<file path="config.mk">
export PLATFORM = sky130hd
export DESIGN_NAME = query_align
export DESIGN_NICKNAME = d
export VERILOG_FILES = /design/src/smem_queue_pkg.sv /design/src/query_align.sv
export SDC_FILE = /design/constraint.sdc
export NUM_CORES = 1
export LEC_CHECK = 0
export BUFFER_PORTS_ARGS = -buffer_cell sky130_fd_sc_hd__buf_2
export CAP_MARGIN = 20
export CORE_UTILIZATION = 49
export DETAILED_ROUTE_END_ITERATION = 6
export PLACE_DENSITY = 0.85
export RECOVER_POWER = 25
export SYNTH_ARGS = -nofsm -noshare
export SYNTH_HDL_FRONTEND = slang
export SYNTH_SLANG_ARGS = --single-unit
</file>
<file path="constraint.sdc">
create_clock -name Clk_32UI -period 13.87 [get_ports Clk_32UI]
set_input_delay 0.6935 -clock Clk_32UI [delete_from_list [all_inputs] [get_ports Clk_32UI]]
set_output_delay 0.6935 -clock Clk_32UI [all_outputs]
set_load 0.005 [all_outputs]
</file>
<file path="src/smem_queue_pkg.sv">
//==================================================
// status codes are one-hot, BUBBLE is all zero
// ring entry is packed LSB first, status in the low bits
//==================================================
package smem_queue_pkg;

	// status codes
	localparam int STATUS_W = 3;
	localparam logic [STATUS_W-1:0] BUBBLE  = 3'b000;
	localparam logic [STATUS_W-1:0] F_INIT  = 3'b001; // first round, no query needed
	localparam logic [STATUS_W-1:0] F_RUN   = 3'b010; // waits for a DRAM response
	localparam logic [STATUS_W-1:0] F_BREAK = 3'b100; // leaves without memory

	// field widths
	localparam int READ_NUM_W = 6;
	localparam int POS_W      = 7;
	localparam int IK_W       = 33;
	localparam int INFO_W     = 14; // two 7-bit halves
	localparam int BASE_W     = 8;
	localparam int CNT_W      = 32;
	localparam int OCC_W      = 4 * CNT_W; // cnt_a0 in the upper word

	//==================================================
	// ring entry layout
	//==================================================
	localparam int OFS_STATUS     = 0;
	localparam int OFS_BACKWARD_X = OFS_STATUS + STATUS_W;
	localparam int OFS_QUERY      = OFS_BACKWARD_X + POS_W;
	localparam int OFS_MIN_INTV   = OFS_QUERY + BASE_W;
	localparam int OFS_FORWARD_I  = OFS_MIN_INTV + POS_W;
	localparam int OFS_IK_INFO    = OFS_FORWARD_I + POS_W;
	localparam int OFS_IK_X2      = OFS_IK_INFO + INFO_W;
	localparam int OFS_IK_X1      = OFS_IK_X2 + IK_W;
	localparam int OFS_IK_X0      = OFS_IK_X1 + IK_W;
	localparam int OFS_READ_NUM   = OFS_IK_X0 + IK_W;
	localparam int OFS_PTR_CURR   = OFS_READ_NUM + READ_NUM_W;
	localparam int ENTRY_W        = OFS_PTR_CURR + POS_W; // 158 bits

endpackage

</file>
<file path="src/query_align.sv">
//==================================================
// delay stages have no reset, they flush after
// QUERY_LAT+1 unstalled cycles of BUBBLE input
//==================================================
`timescale 1ns/1ps

module query_align #(
	parameter int QUERY_LAT = 3
) (
	input  logic Clk_32UI,
	input  logic stall,

	input  logic [smem_queue_pkg::STATUS_W-1:0]   status,
	input  logic [smem_queue_pkg::POS_W-1:0]      ptr_curr,
	input  logic [smem_queue_pkg::READ_NUM_W-1:0] read_num,
	input  logic [smem_queue_pkg::IK_W-1:0]       ik_x0,
	input  logic [smem_queue_pkg::IK_W-1:0]       ik_x1,
	input  logic [smem_queue_pkg::IK_W-1:0]       ik_x2,
	input  logic [smem_queue_pkg::INFO_W-1:0]     ik_info,
	input  logic [smem_queue_pkg::POS_W-1:0]      forward_i,
	input  logic [smem_queue_pkg::POS_W-1:0]      min_intv,
	input  logic [smem_queue_pkg::POS_W-1:0]      backward_x,

	input  logic [smem_queue_pkg::BASE_W-1:0]     new_read_query_2queue, // base from read RAM

	output logic                                  push,
	output logic [smem_queue_pkg::ENTRY_W-1:0]    push_entry
);

	logic [smem_queue_pkg::ENTRY_W-1:0] item_in;           // query field left at zero
	logic [smem_queue_pkg::ENTRY_W-1:0] dly [QUERY_LAT];
	logic [smem_queue_pkg::ENTRY_W-1:0] aligned;
	logic [smem_queue_pkg::STATUS_W-1:0] dly_status;

	// pack the incoming item into the ring layout
	always_comb begin
		item_in = '0;
		item_in[smem_queue_pkg::OFS_STATUS +: smem_queue_pkg::STATUS_W] = status;
		item_in[smem_queue_pkg::OFS_BACKWARD_X +: smem_queue_pkg::POS_W] = backward_x;
		item_in[smem_queue_pkg::OFS_MIN_INTV +: smem_queue_pkg::POS_W] = min_intv;
		item_in[smem_queue_pkg::OFS_FORWARD_I +: smem_queue_pkg::POS_W] = forward_i;
		item_in[smem_queue_pkg::OFS_IK_INFO +: smem_queue_pkg::INFO_W] = ik_info;
		item_in[smem_queue_pkg::OFS_IK_X2 +: smem_queue_pkg::IK_W] = ik_x2;
		item_in[smem_queue_pkg::OFS_IK_X1 +: smem_queue_pkg::IK_W] = ik_x1;
		item_in[smem_queue_pkg::OFS_IK_X0 +: smem_queue_pkg::IK_W] = ik_x0;
		item_in[smem_queue_pkg::OFS_READ_NUM +: smem_queue_pkg::READ_NUM_W] = read_num;
		item_in[smem_queue_pkg::OFS_PTR_CURR +: smem_queue_pkg::POS_W] = ptr_curr;
	end

	//==================================================
	// wait for the RAM query latency
	//==================================================
	always_ff @(posedge Clk_32UI) begin
		if (!stall) begin
			dly[0] <= item_in;
			for (int i = 1; i < QUERY_LAT; i++) begin
				dly[i] <= dly[i-1];
			end
		end
	end

	assign dly_status = dly[QUERY_LAT-1][smem_queue_pkg::OFS_STATUS +: smem_queue_pkg::STATUS_W];

	// base arrives together with the last stage
	always_comb begin
		aligned = dly[QUERY_LAT-1];
		aligned[smem_queue_pkg::OFS_QUERY +: smem_queue_pkg::BASE_W] = new_read_query_2queue;
	end

	always_ff @(posedge Clk_32UI) begin
		if (!stall) begin
			push_entry <= aligned;
			push <= (dly_status == smem_queue_pkg::F_RUN) ||
				(dly_status == smem_queue_pkg::F_BREAK); // F_INIT and BUBBLE dropped
		end
	end

endmodule

</file>
# Word level (Yosys, flattened, before mapping)
# Memories as Yosys holds them, arrays and structs flattened.
# Index checks and enable logic that the tools add are counted.
dict set report word_totals {
  in_bits 160
  output_inout_bits 159
  ram_bits 474
  register_bits 159
  n_memories 1
  word_cells 7
}
# name words width rd rd_clocked_by_memory_dff write_ports line
set memory_table {}
lappend memory_table {dly 3 158 3 0 3 query_align.sv:31} ;# logic [smem_queue_pkg::ENTRY_W-1:0] dly [QUERY_LAT];
dict set report classes {
  reduce_logical 1
  n_mux 1
  n_eq_ne 2
}
# op n
set ops {}
lappend ops {{$eq 3x2->1 const B} 1}
lappend ops {{$eq 3x3->1 const B} 1}
lappend ops {{$logic_or 1x1->1} 1}
lappend ops {{$mux 1} 1}

# Longest topological paths before layout
# An unclocked memory read counts as a cell.
dict set report depth {
  word_depth 3
  mapped_depth 2
  mapped_depth_nobuf 2
}

# Worst setup path after synthesis
# No wires, ideal clock.
dict set report synth_path {
  kind {input-to-reg}
  start {in stall}
  end {mem dly[0][0] (netlist bit), enable pin}
  stages 1
  path_slack_ns 0.516
  arrival_ns 12.404
  setup_ns 0.951
  n_path_buf 0
  required_time_ns 12.919
  path_cell_list {inv_1}
}
# element line
set synth_lines {}
lappend synth_lines {{from (decl)} query_align.sv:11} ;# input logic stall,
lappend synth_lines {{to (decl)} query_align.sv:31}

==> impl_results.md <==
- Status: finished clean
- Mapped Cells: 612
- Worst path max stage delay: 930 ps
- Clk_lat worst skew: 570 ps
- Initial antenna violation count: 3
- Initial Util: 49.88%
- Final TNS setup: 0 ps
- Worst path required time: 14050 ps
- IO Count: 319
- F_max: 0.3093 GHz
- Crit-path leading delay family: buffers and inverters
- Layout Skew: 12.45 ps
- Max cap viols: 0
- Hold Violations, Final: 0
- Clk slew on worst S/H paths: 60 ps
- Number of synthesized register bits: 609
- First-pass GRT wire length: 38380 um
- Crit Path Class: in2reg
- Post-CTS setup buffers: 0
- Period utilization: 23.31%
- Largest net degree at the start of global routing: 210
- Total grt overflow: 0
- Area Growth Syn to Fin: 22.61%
- Total track usage: 13.73%
- Worst r2r src: dly[0][317]
- Filler cells: 2455
- TritonCTS clock tree: done
- Crit-path slowest cell: buf_4
- Unrepaired setup endpoints after global routing: false
- Reg2reg setup slack: 12990 ps
- Util after Layout: 61.15%
- Critical Path End: dly[0][295]
- CTS max path bufs: 3
- Non-filler cells, final: 1507
- Via count: 6949
- Worst EP arrival: 3420 ps
- CTS H-Tree Depth: 2
- DP Worst Slack: 10030 ps
- Setup Viol. Count Final: 0
- FF-to-FF End: push
- DRT Pass-1 Iters: 4
- Hold_buf cts: 0
- Inst Count DP: 1402
- Netlist cell types: 4
- Final HPWL DP: 16210 um
- Clock sinks: 609
- 1st-iter DRT viols: 333
- Synth warn: 0
- Final slew viol count: 0
- Detailed Route WL: 26360 um
- CTS root buf: clkbuf_16
- Worst VDD drop: 0.0001221 V
- Slew Limit Headroom: 29.13%
- Cell Pwr Density: 172.5 mW/mm^2
- Crit. Startpoint: stall
- Crit end category: register
- Layout Nets: 1153
- Vias in the first global route: 6875
- Num rows: 70
- Seq/Total Area, Yosys: 99.91%
- Buffer and inverter count on the worst path: 4
- Wirelength per Cell: 17.49 um
- Post-route minimum period: 3233 ps
- Tightest Pin Transition: 1063 ps
- Die area: 0.03813 sq mm
- FF/Latch Area: 0.01829 sq mm
- Synth Area per Inst: 29.91 sq um
- CP Cell Sequence: buf_2 > inv_8 > buf_12 > buf_4
- Maximum fanout along the worst path: 209
- Depth of the most critical reg-to-reg path: 2
- Vias per cell: 4.611
- Core box area: 0.03670 sq mm
- Antenna Nets Post-Route: 0
- Area post-placement: 0.02053 sq mm
- # port buffers: 318
- Layout cells sized above 1: 38.34%
- Leakage power: 8.151 nW
- Gpl congestion: 0.7652
- Synthesized area: 0.01830 sq mm
- Die W: 195.3 um
- Leading cell type in the layout, fill and taps excluded: edfxtp_1
- Post-route cell area: 0.02244 sq mm
- Residual DRC: 0
- Syn Nets: 772
- CP Launch Type: primary input
- Chip height: 195.3 um
- HP Class: in2reg
- TritonCTS buffer count: 57
- Most frequent cells in the layout: edfxtp_1 (609), buf_2 (305), clkbuf_16 (57), clkbuf_1 (22), clkinv_2 (12)
- Area taken by multi-input logic gates: 12.51 sq um
- Cell count along the critical path: 4
- Resize count post-CTS: 0
- Final setup margin: 10640 ps
[per-stage QoR]
step	power, W	hold slack (ps)
6_report	0.003871	287.5
4_1_cts	0.003918	243.9
2_1_floorplan	0.002301	400.3
3_5_place_dp	0.002333	404.5
3_3_place_gp	0.002321	400.2
5_1_grt	0.003998	256.1
[state kept, by name, indices dropped and copies added, names as in the netlist]
| signal | count |
|---|---|
| dly | 450 |
| push | 1 |
| push_entry | 158 |
[Yosys cell counts, drive strengths merged]
cell | n | area (sq um)
inv | 1 | 3.750
edfxtp | 609 | 18290
nor2 | 1 | 3.750
xnor2 | 1 | 8.760
[layer usage]
layer  global-route usage, %  routed length [um]  vias up
met5                       0                  30        -
met4                   7.757                1069        4
met3                   3.748                1394       68
met2                   23.61               13760      224
met1                   15.51               10100     3382
li1                        -                   -     3271
[final cells by class]
type | instances | share of cell area, %
antenna | 1 | 0.01115
clock buffer | 66 | 6.506
clock inverter | 38 | 2.068
inverter | 1 | 0.05018
multi-input combinational | 2 | 0.05575
sequential | 609 | 81.49
tap | 468 | 2.609
timing repair buffer | 322 | 7.209
[report_power, final]
group          switching [W]  internal [W]
clock network       0.000636      0.000944
logic              0.0000564     0.0000332
registers          0.0000305       0.00217
total               0.000723       0.00315
[worst min-delay path by stage]
stage | from | to | slack, ps | depth (start not counted)
after global placement | dly[0][260] | dly[0][418] | 400 | 0
final | ik_x2[18] | dly[0][64] | 290 | 1
after CTS | ik_x0[21] | dly[0][133] | 240 | 1
after global routing | ik_x0[12] | dly[0][124] | 260 | 1
after detailed placement | dly[0][7] | dly[0][165] | 400 | 0
after floorplan | dly[0][0] | dly[0][158] | 400 | 0
[cell families (layout without fill, tap and decap cells)]
family,after synthesis,after routing,share of synthesized area (%)
and+or+nand+nor,1,1,0.02049
other,0,1,0
DFF,609,609,99.91
buffers and inverters,1,427,0.02049
xor gates and xnor gates,1,1,0.04786
Power figures use the tool's default switching activity.
