## src/smem_queue_pkg.sv

```systemverilog
//==================================================
// status codes are one-hot, BUBBLE is all zero
// ring entry is packed LSB first, status in the low bits
//==================================================
package smem_queue_pkg;

	// status codes
	localparam int STATUS_W = 3;
	localparam logic [STATUS_W-1:0] BUBBLE  = 3'b000;
	localparam logic [STATUS_W-1:0] F_INIT  = 3'b001; // first round, no query needed
	localparam logic [STATUS_W-1:0] F_RUN   = 3'b010; // waits for a DRAM response
	localparam logic [STATUS_W-1:0] F_BREAK = 3'b100; // leaves without memory

	// field widths
	localparam int READ_NUM_W = 6;
	localparam int POS_W      = 7;
	localparam int IK_W       = 33;
	localparam int INFO_W     = 14; // two 7-bit halves
	localparam int BASE_W     = 8;
	localparam int CNT_W      = 32;
	localparam int OCC_W      = 4 * CNT_W; // cnt_a0 in the upper word

	//==================================================
	// ring entry layout
	//==================================================
	localparam int OFS_STATUS     = 0;
	localparam int OFS_BACKWARD_X = OFS_STATUS + STATUS_W;
	localparam int OFS_QUERY      = OFS_BACKWARD_X + POS_W;
	localparam int OFS_MIN_INTV   = OFS_QUERY + BASE_W;
	localparam int OFS_FORWARD_I  = OFS_MIN_INTV + POS_W;
	localparam int OFS_IK_INFO    = OFS_FORWARD_I + POS_W;
	localparam int OFS_IK_X2      = OFS_IK_INFO + INFO_W;
	localparam int OFS_IK_X1      = OFS_IK_X2 + IK_W;
	localparam int OFS_IK_X0      = OFS_IK_X1 + IK_W;
	localparam int OFS_READ_NUM   = OFS_IK_X0 + IK_W;
	localparam int OFS_PTR_CURR   = OFS_READ_NUM + READ_NUM_W;
	localparam int ENTRY_W        = OFS_PTR_CURR + POS_W; // 158 bits

endpackage

```

## src/smem_scheduler.sv

```systemverilog
//==================================================
// one item per unstalled cycle, two register stages
// cnt_out_q is only meaningful for F_RUN items
//==================================================
`timescale 1ns/1ps

module smem_scheduler (
	input  logic Clk_32UI,
	input  logic reset_n,
	input  logic stall,

	input  logic [smem_queue_pkg::STATUS_W-1:0]   head_status,
	input  logic [smem_queue_pkg::ENTRY_W-1:0]    head_entry,
	input  logic                                  occ_valid,
	input  logic [smem_queue_pkg::OCC_W-1:0]      occ_head,

	input  logic                                  new_read_valid,
	input  logic [smem_queue_pkg::READ_NUM_W-1:0] new_read_num,
	input  logic [smem_queue_pkg::IK_W-1:0]       new_ik_x0,
	input  logic [smem_queue_pkg::IK_W-1:0]       new_ik_x1,
	input  logic [smem_queue_pkg::IK_W-1:0]       new_ik_x2,
	input  logic [smem_queue_pkg::INFO_W-1:0]     new_ik_info,
	input  logic [smem_queue_pkg::POS_W-1:0]      new_forward_i,
	input  logic [smem_queue_pkg::POS_W-1:0]      new_min_intv,

	output logic                                  ring_pop,
	output logic                                  occ_pop,
	output logic                                  new_read,

	output logic [smem_queue_pkg::STATUS_W-1:0]   status_out_q,
	output logic [smem_queue_pkg::POS_W-1:0]      ptr_curr_out_q,
	output logic [smem_queue_pkg::READ_NUM_W-1:0] read_num_out_q,
	output logic [smem_queue_pkg::IK_W-1:0]       ik_x0_out_q,
	output logic [smem_queue_pkg::IK_W-1:0]       ik_x1_out_q,
	output logic [smem_queue_pkg::IK_W-1:0]       ik_x2_out_q,
	output logic [smem_queue_pkg::INFO_W-1:0]     ik_info_out_q,
	output logic [smem_queue_pkg::POS_W-1:0]      forward_i_out_q,
	output logic [smem_queue_pkg::POS_W-1:0]      min_intv_out_q,
	output logic [smem_queue_pkg::POS_W-1:0]      backward_x_out_q,
	output logic [smem_queue_pkg::BASE_W-1:0]     query_out_q,
	output logic [smem_queue_pkg::OCC_W-1:0]      cnt_out_q
);

	logic take_break;
	logic take_run;
	logic take_new;

	// stage one
	logic [smem_queue_pkg::STATUS_W-1:0]   status_s1;
	logic [smem_queue_pkg::POS_W-1:0]      ptr_curr_s1;
	logic [smem_queue_pkg::READ_NUM_W-1:0] read_num_s1;
	logic [smem_queue_pkg::IK_W-1:0]       ik_x0_s1, ik_x1_s1, ik_x2_s1;
	logic [smem_queue_pkg::INFO_W-1:0]     ik_info_s1;
	logic [smem_queue_pkg::POS_W-1:0]      forward_i_s1, min_intv_s1, backward_x_s1;
	logic [smem_queue_pkg::BASE_W-1:0]     query_s1;

	//==================================================
	// priority: break, run with response, new read
	//==================================================
	assign take_break = (head_status == smem_queue_pkg::F_BREAK);
	assign take_run   = !take_break && occ_valid && (head_status == smem_queue_pkg::F_RUN);
	assign take_new   = !take_break && !occ_valid && new_read_valid;

	assign ring_pop = !stall && (take_break || take_run);
	assign occ_pop  = !stall && take_run;
	assign new_read = !stall && take_new;

	always_ff @(posedge Clk_32UI) begin
		if (!reset_n) begin
			status_s1 <= smem_queue_pkg::BUBBLE;
		end else if (!stall) begin
			if (take_break || take_run) begin
				status_s1 <= head_status;
			end else if (take_new) begin
				status_s1 <= smem_queue_pkg::F_INIT;
			end else begin
				status_s1 <= smem_queue_pkg::BUBBLE;
			end
		end
	end

	always_ff @(posedge Clk_32UI) begin
		if (!stall) begin
			if (take_break || take_run) begin // unpack the ring head
				ptr_curr_s1   <= head_entry[smem_queue_pkg::OFS_PTR_CURR +: smem_queue_pkg::POS_W];
				read_num_s1   <= head_entry[smem_queue_pkg::OFS_READ_NUM +: smem_queue_pkg::READ_NUM_W];
				ik_x0_s1      <= head_entry[smem_queue_pkg::OFS_IK_X0 +: smem_queue_pkg::IK_W];
				ik_x1_s1      <= head_entry[smem_queue_pkg::OFS_IK_X1 +: smem_queue_pkg::IK_W];
				ik_x2_s1      <= head_entry[smem_queue_pkg::OFS_IK_X2 +: smem_queue_pkg::IK_W];
				ik_info_s1    <= head_entry[smem_queue_pkg::OFS_IK_INFO +: smem_queue_pkg::INFO_W];
				forward_i_s1  <= head_entry[smem_queue_pkg::OFS_FORWARD_I +: smem_queue_pkg::POS_W];
				min_intv_s1   <= head_entry[smem_queue_pkg::OFS_MIN_INTV +: smem_queue_pkg::POS_W];
				query_s1      <= head_entry[smem_queue_pkg::OFS_QUERY +: smem_queue_pkg::BASE_W];
				backward_x_s1 <= head_entry[smem_queue_pkg::OFS_BACKWARD_X +: smem_queue_pkg::POS_W];
			end else if (take_new) begin
				ptr_curr_s1   <= '0;
				read_num_s1   <= new_read_num;
				ik_x0_s1      <= new_ik_x0;
				ik_x1_s1      <= new_ik_x1;
				ik_x2_s1      <= new_ik_x2;
				ik_info_s1    <= new_ik_info;
				forward_i_s1  <= new_forward_i + 1'b1;
				min_intv_s1   <= new_min_intv;
				query_s1      <= '0;           // first round needs no query
				backward_x_s1 <= new_forward_i;
			end
		end
	end

	//==================================================
	// output stage
	//==================================================
	always_ff @(posedge Clk_32UI) begin
		if (!reset_n) begin
			status_out_q <= smem_queue_pkg::BUBBLE;
		end else if (!stall) begin
			status_out_q <= status_s1;
		end
	end

	always_ff @(posedge Clk_32UI) begin
		if (!stall) begin
			ptr_curr_out_q   <= ptr_curr_s1;
			read_num_out_q   <= read_num_s1;
			ik_x0_out_q      <= ik_x0_s1;
			ik_x1_out_q      <= ik_x1_s1;
			ik_x2_out_q      <= ik_x2_s1;
			ik_info_out_q    <= ik_info_s1;
			forward_i_out_q  <= forward_i_s1;
			min_intv_out_q   <= min_intv_s1;
			backward_x_out_q <= backward_x_s1;
			query_out_q      <= query_s1;
			cnt_out_q        <= occ_head; // already one stage behind the fifo
		end
	end

endmodule

```

## config.mk

```make
export PLATFORM = sky130hd
export DESIGN_NAME = smem_scheduler
export DESIGN_NICKNAME = d
export VERILOG_FILES = /design/src/smem_queue_pkg.sv /design/src/smem_scheduler.sv
export SDC_FILE = /design/constraint.sdc
export NUM_CORES = 1
export LEC_CHECK = 0
export ABC_AREA = 1
export BUFFER_PORTS_ARGS = -buffer_cell sky130_fd_sc_hd__buf_2
export CAP_MARGIN = 0
export CORE_AREA = 4 4 279 281
export DETAILED_ROUTE_END_ITERATION = 7
export DIE_AREA = 0 0 283 285
export PLACE_DENSITY = 0.43
export SYNTH_ARGS = -nofsm -noshare
export SYNTH_HDL_FRONTEND = slang
export SYNTH_SLANG_ARGS = --single-unit
```

## constraint.sdc

```tcl
create_clock -name Clk_32UI -period 36.7 [get_ports Clk_32UI]
set_input_delay 1.835 -clock Clk_32UI [delete_from_list [all_inputs] [get_ports Clk_32UI]]
set_output_delay 1.835 -clock Clk_32UI [all_outputs]
set_load 0.02 [all_outputs]
```

**Word level (Yosys, flattened, before mapping)**

Cells that the tools add are included.

- Bits in registers: 444

- Bitwise operators: 1
- Add/sub/neg operators: 1
- Mux-type cells: 22
- Reductions and logical operators: 13
- Eq/ne operators: 2

Operators by type and width:

| cell | count |
|---|---|
| $mux W33 | 6 |
| $mux W7 | 8 |
| $mux W14 | 2 |
| $mux W8 | 2 |
| $mux W6 | 2 |
| $add A7 B1 Y7 const B | 1 |
| $logic_and A1 B1 Y1 | 7 |
| $eq A3 B2 Y1 const B | 1 |
| $eq A3 B3 Y1 const B | 1 |
| $logic_not A1 Y1 | 3 |
| $mux W3 | 1 |
| $reduce_and A2 Y1 | 1 |
| $reduce_bool A2 Y1 | 1 |
| $logic_or A1 B1 Y1 | 1 |
| $mux W1 | 1 |
| $not A1 Y1 | 1 |

**Logic depth before layout (Yosys ltp)**

- Depth in word-level cells: 7
- Mapped depth: 9
- Mapped depth without buffers: 7

**Worst setup path before layout**

No wires, ideal clock.

- Kind: input port to flip-flop
- Start: input port stall
- End: register backward_x_s1[0] in the netlist's numbering (enable)
- Stages: 3
- Setup time: 0.534 ns
- Required time: 36.166 ns
- Slack: 23.899 ns
- Arrival time: 12.267 ns
- Path through: inv_1 nand3_1 nand3_1

- Cells in the longest elaborated chain, start to end: 2

Ends and longest elaborated chain:

| what | line | source |
|---|---|---|
| start: declaration | smem_scheduler.sv:10 | `input logic stall,` |
| $not A1 Y1 (no line) | - |  |
| $reduce_and A2 Y1 (no line) | - |  |
| end signal: assignment | smem_scheduler.sv:94 | `backward_x_s1 <= head_entry[smem_queue_pkg::OFS_BACKWARD_X +: smem_queue_pkg::POS_W];` |
| end signal: assignment | smem_scheduler.sv:105 | `backward_x_s1 <= new_forward_i;` |
| end: declaration | smem_scheduler.sv:54 | `logic [smem_queue_pkg::POS_W-1:0] forward_i_s1, min_intv_s1, backward_x_s1;` |

No other way between the ends.
A chain may end at the register's enable or synchronous reset.

**Worst setup path after layout**

- Start: input port stall
- End: output port ring_pop

- Cells in the longest elaborated chain, start to end: 2

Ends and longest elaborated chain:

| what | line | source |
|---|---|---|
| $logic_not A1 Y1 | - |  |
| $logic_and A1 B1 Y1 | smem_scheduler.sv:64 | `assign ring_pop = !stall && (take_break \|\| take_run);` |
| end: declaration | smem_scheduler.sv:26 | `output logic ring_pop,` |

No other way between the ends.

==> metrics.txt <==
worst-case reg-to-reg path depth=0; FFs w/ async S/R, synth=0; Clk Latency, worst-skew pair=between 0.5 and 0.6 ns; Most used DFF post-synth=edfxtp_1; top-count cell post-synth=edfxtp_1; synthesis-to-layout area growth=40.4%; YS warnings=0; commonest cells in the netlist=438 x edfxtp_1, 421 x nand2_1, 26 x nor2_1; Post-Syn Area=approximately 15,000 sq um; Initial Utilization=0.204; Final Cycle Share=0.135; global-route wire length before repair=around 70,000 um; Max clock buf depth=3; via/cell ratio=3.73; post-synthesis sequential area ratio=0.862; # rows=between 100 and 150; Setup Fix Bufs, Post-CTS=0; Worst path max stage delay=roughly 0.47 ns; Pre-antenna DRT Iters=5; core area=roughly 75,000 sq um; worst r2r dst=ik_x0_out_q[13]; die area=~80,000 sq um; R2R setup slack=about 36 ns; RSZ-0062 raised after global routing=no; Synth area leader=edfxtp_1; clk root buf=clkbuf_16; Slew @ Worst Pin=0.955 ns; static leakage=approximately 0.0092 uW; worst hold start=ik_x2_s1[5]; hold buffers post-CTS=0; top-area cell type share of the netlist area=0.854; # resized after CTS=0; net count after synthesis=roughly 1,400; # port buffers=around 700; GRT Residual Overflow=0; WL per Instance=around 18 um; Final nets=roughly 2,100; Final Cell Area=between 20,000 and 25,000 sq um; Synth Area per Inst=between 15 and 20 sq um; layout cells sized above 1=0.452; Psw=290 uW; Worst EP required=between 30 and 40 ns; Routed WL=48,300 um; DRC Markers=0; Critical Path Source=stall; initial drt markers=approximately 500; power per cell area=55.7 nW/um^2; pin count of the biggest net entering global routing=103; GP Congestion=approximately 0.83; Setup crit start kind=input port; CTS buffer count=50; CP Class=input port to primary output; Tot GR Track Use=0.113; most used cell, CP=buf_2; Critical Path Sink=ring_pop; outcome=finished clean; switch share=0.241; setup TNS=0 ns; clk_skew=approximately 0.017 ns; CP arrival=3.14 ns; largest cells by area after synthesis=edfxtp_1 85%, nand2_1 10%, dfxtp_1 0.78%; peak supply drop=about 0.000025 V; crit path max fanout=between 80 and 90; CP cell instances=buf_2 -> inv_8 -> nand3_1 -> nand2_1 -> buf_2; vias in the first global route=10,416; vias post-DR=between 10,000 and 15,000; FMAX=around 200 MHz; Die Ht=285 um; Hold Violations, Final=0; cells after synthesis=973; clock network power share=0.389; Comb power frac=0.099; die width=roughly 280 um; CTS H-Tree Depth=2; hpwl dp=36,700 um; clock slew at reported path FFs=roughly 0.060 ns; Critical R2R Launch=ik_x0_s1[13]; sequential share of power=0.513; fin. max-slew vios=0; Cell variety after synth=18; FF+latch count, synth=approximately 440; Area after DPL=roughly 20,000 sq um; CTS tree=built; Hold WC Path Type=flip-flop to flip-flop; Sink Count=about 440; Post-synth EDFFs=~440; Rel. slew slack=0.363; slowest CP cell=inv_8; initial antenna violation count=17; Max Cap Violations=0; Final setup viols=0; number of antenna-violating nets in the routed design=0; Tmin final=approximately 5.0 ns; internal power=slightly above 900 uW; critical path capture point type=primary output; I/O pin count=around 720
[power by group through the flow]
stage / Sequential (uW) / Clock, uW / Combinational [uW]
after floorplan: 663 / 0 / 26.2
after global placement: 627 / 0 / 122
after detailed placement: 628 / 0 / 122
after CTS: 618 / 489 / 122
after global routing: 621 / 510 / 130
final: 617 / 468 / 119
[area by class of cell]
class / instances / area [sq um]
inverters: 23 / 98.8
multi-input cells: 474 / 1860
diodes: 2 / 5.00
well taps: 978 / 1220
clock inverters: 29 / 223
clock buffers: 60 / 1310
fillers: 7780 / 53800
repair buffers: 719 / 3620
flip-flops and latches: 444 / 13300
[cells in the final DEF (no fill, tap or decap)]
cell type / Yosys / final
buf_2: 20 / 712
edfxtp_1: 438 / 438
nand2_1: 421 / 421
clkbuf_16: 0 / 51
nor2_1: 26 / 26
inv_1: 22 / 21
clkinv_1: 0 / 12
clkbuf_1: 5 / 9
nand3_1: 9 / 8
o21ai_0: 8 / 8
buf_4: 0 / 7
clkinv_2: 0 / 6
dfxtp_1: 6 / 6
clkinvlp_4: 0 / 5
a21oi_1: 3 / 3
diode_2: 0 / 2
inv_6: 0 / 2
o21bai_1: 2 / 2
clkinv_8: 0 / 2
bufinv_16: 0 / 2
nand2_8: 0 / 1
nand4_1: 1 / 1
xor2_1: 1 / 1
xnor2_1: 1 / 1
inv_8: 0 / 1
nand3_4: 0 / 1
ha_1: 1 / 1
clkinv_4: 0 / 1
[how the worst min path moves through the flow]
stage / end / cells after the start
after floorplan: backward_x_out_q[0] / 0
after global placement: ik_x1_out_q[16] / 0
after detailed placement: forward_i_out_q[2] / 0
after CTS: read_num_out_q[5] / 0
after global routing: ik_x1_out_q[23] / 0
final: ik_x2_out_q[5] / 0
[cells by family (layout without fill, tap and decap cells)]
logic type      count (synthesis)  count (layout)  share of synthesized area
other cells                     0               2                          0
flops                         444             444                      0.862
simple gates                  458             458                      0.113
fa+ha+maj                       1               1                   0.000813
xor+xnor                        2               2                    0.00114
buf+inv                        55             831                     0.0185
compound gates                 13              13                    0.00455
[registers in the layout, summed over array words and instances (netlist names), 6 cells and up]
register and count:
forward_i_out_q 7, ptr_curr_out_q 7, ik_x1_s1 33, min_intv_s1 7, ptr_curr_s1 7, cnt_out_q 128, forward_i_s1 7, ik_x0_s1 33
ik_x2_out_q 33, ik_x0_out_q 33, query_out_q 8, read_num_s1 6, backward_x_out_q 7, ik_x2_s1 33, query_s1 8, read_num_out_q 6
ik_x1_out_q 33, backward_x_s1 7, ik_info_s1 14, min_intv_out_q 7, ik_info_out_q 14
[per-layer routing]
metal,GRT usage,vias up,share of wire
met3,0.0478,101,0.10
met4,0.0391,2,0.036
met5,0,-,0.00027
met1,0.119,4738,0.36
li1,-,4857,-
met2,0.204,486,0.51
[worst max-delay path: cells and delay by family]
kind                   cells  cell delay, ns
buffers and inverters      3            0.81
and+or+nand+nor            2            0.47
[per-stage QoR]
stage                     hold WS (ns)  setup slack [ns]  total power, uW  instances   util
after floorplan                  0.400             23.90              689        973      -
after detailed placement         0.405             31.65              750       2638  0.266
after CTS                        0.407             31.66             1230       2727  0.286
final                            0.412             31.73             1200       2729  0.286
after global placement           0.401             31.71              749       2638  0.266
after global routing             0.419             31.58             1260       2729  0.286
Note: power is estimated with default switching activity, not from simulation.
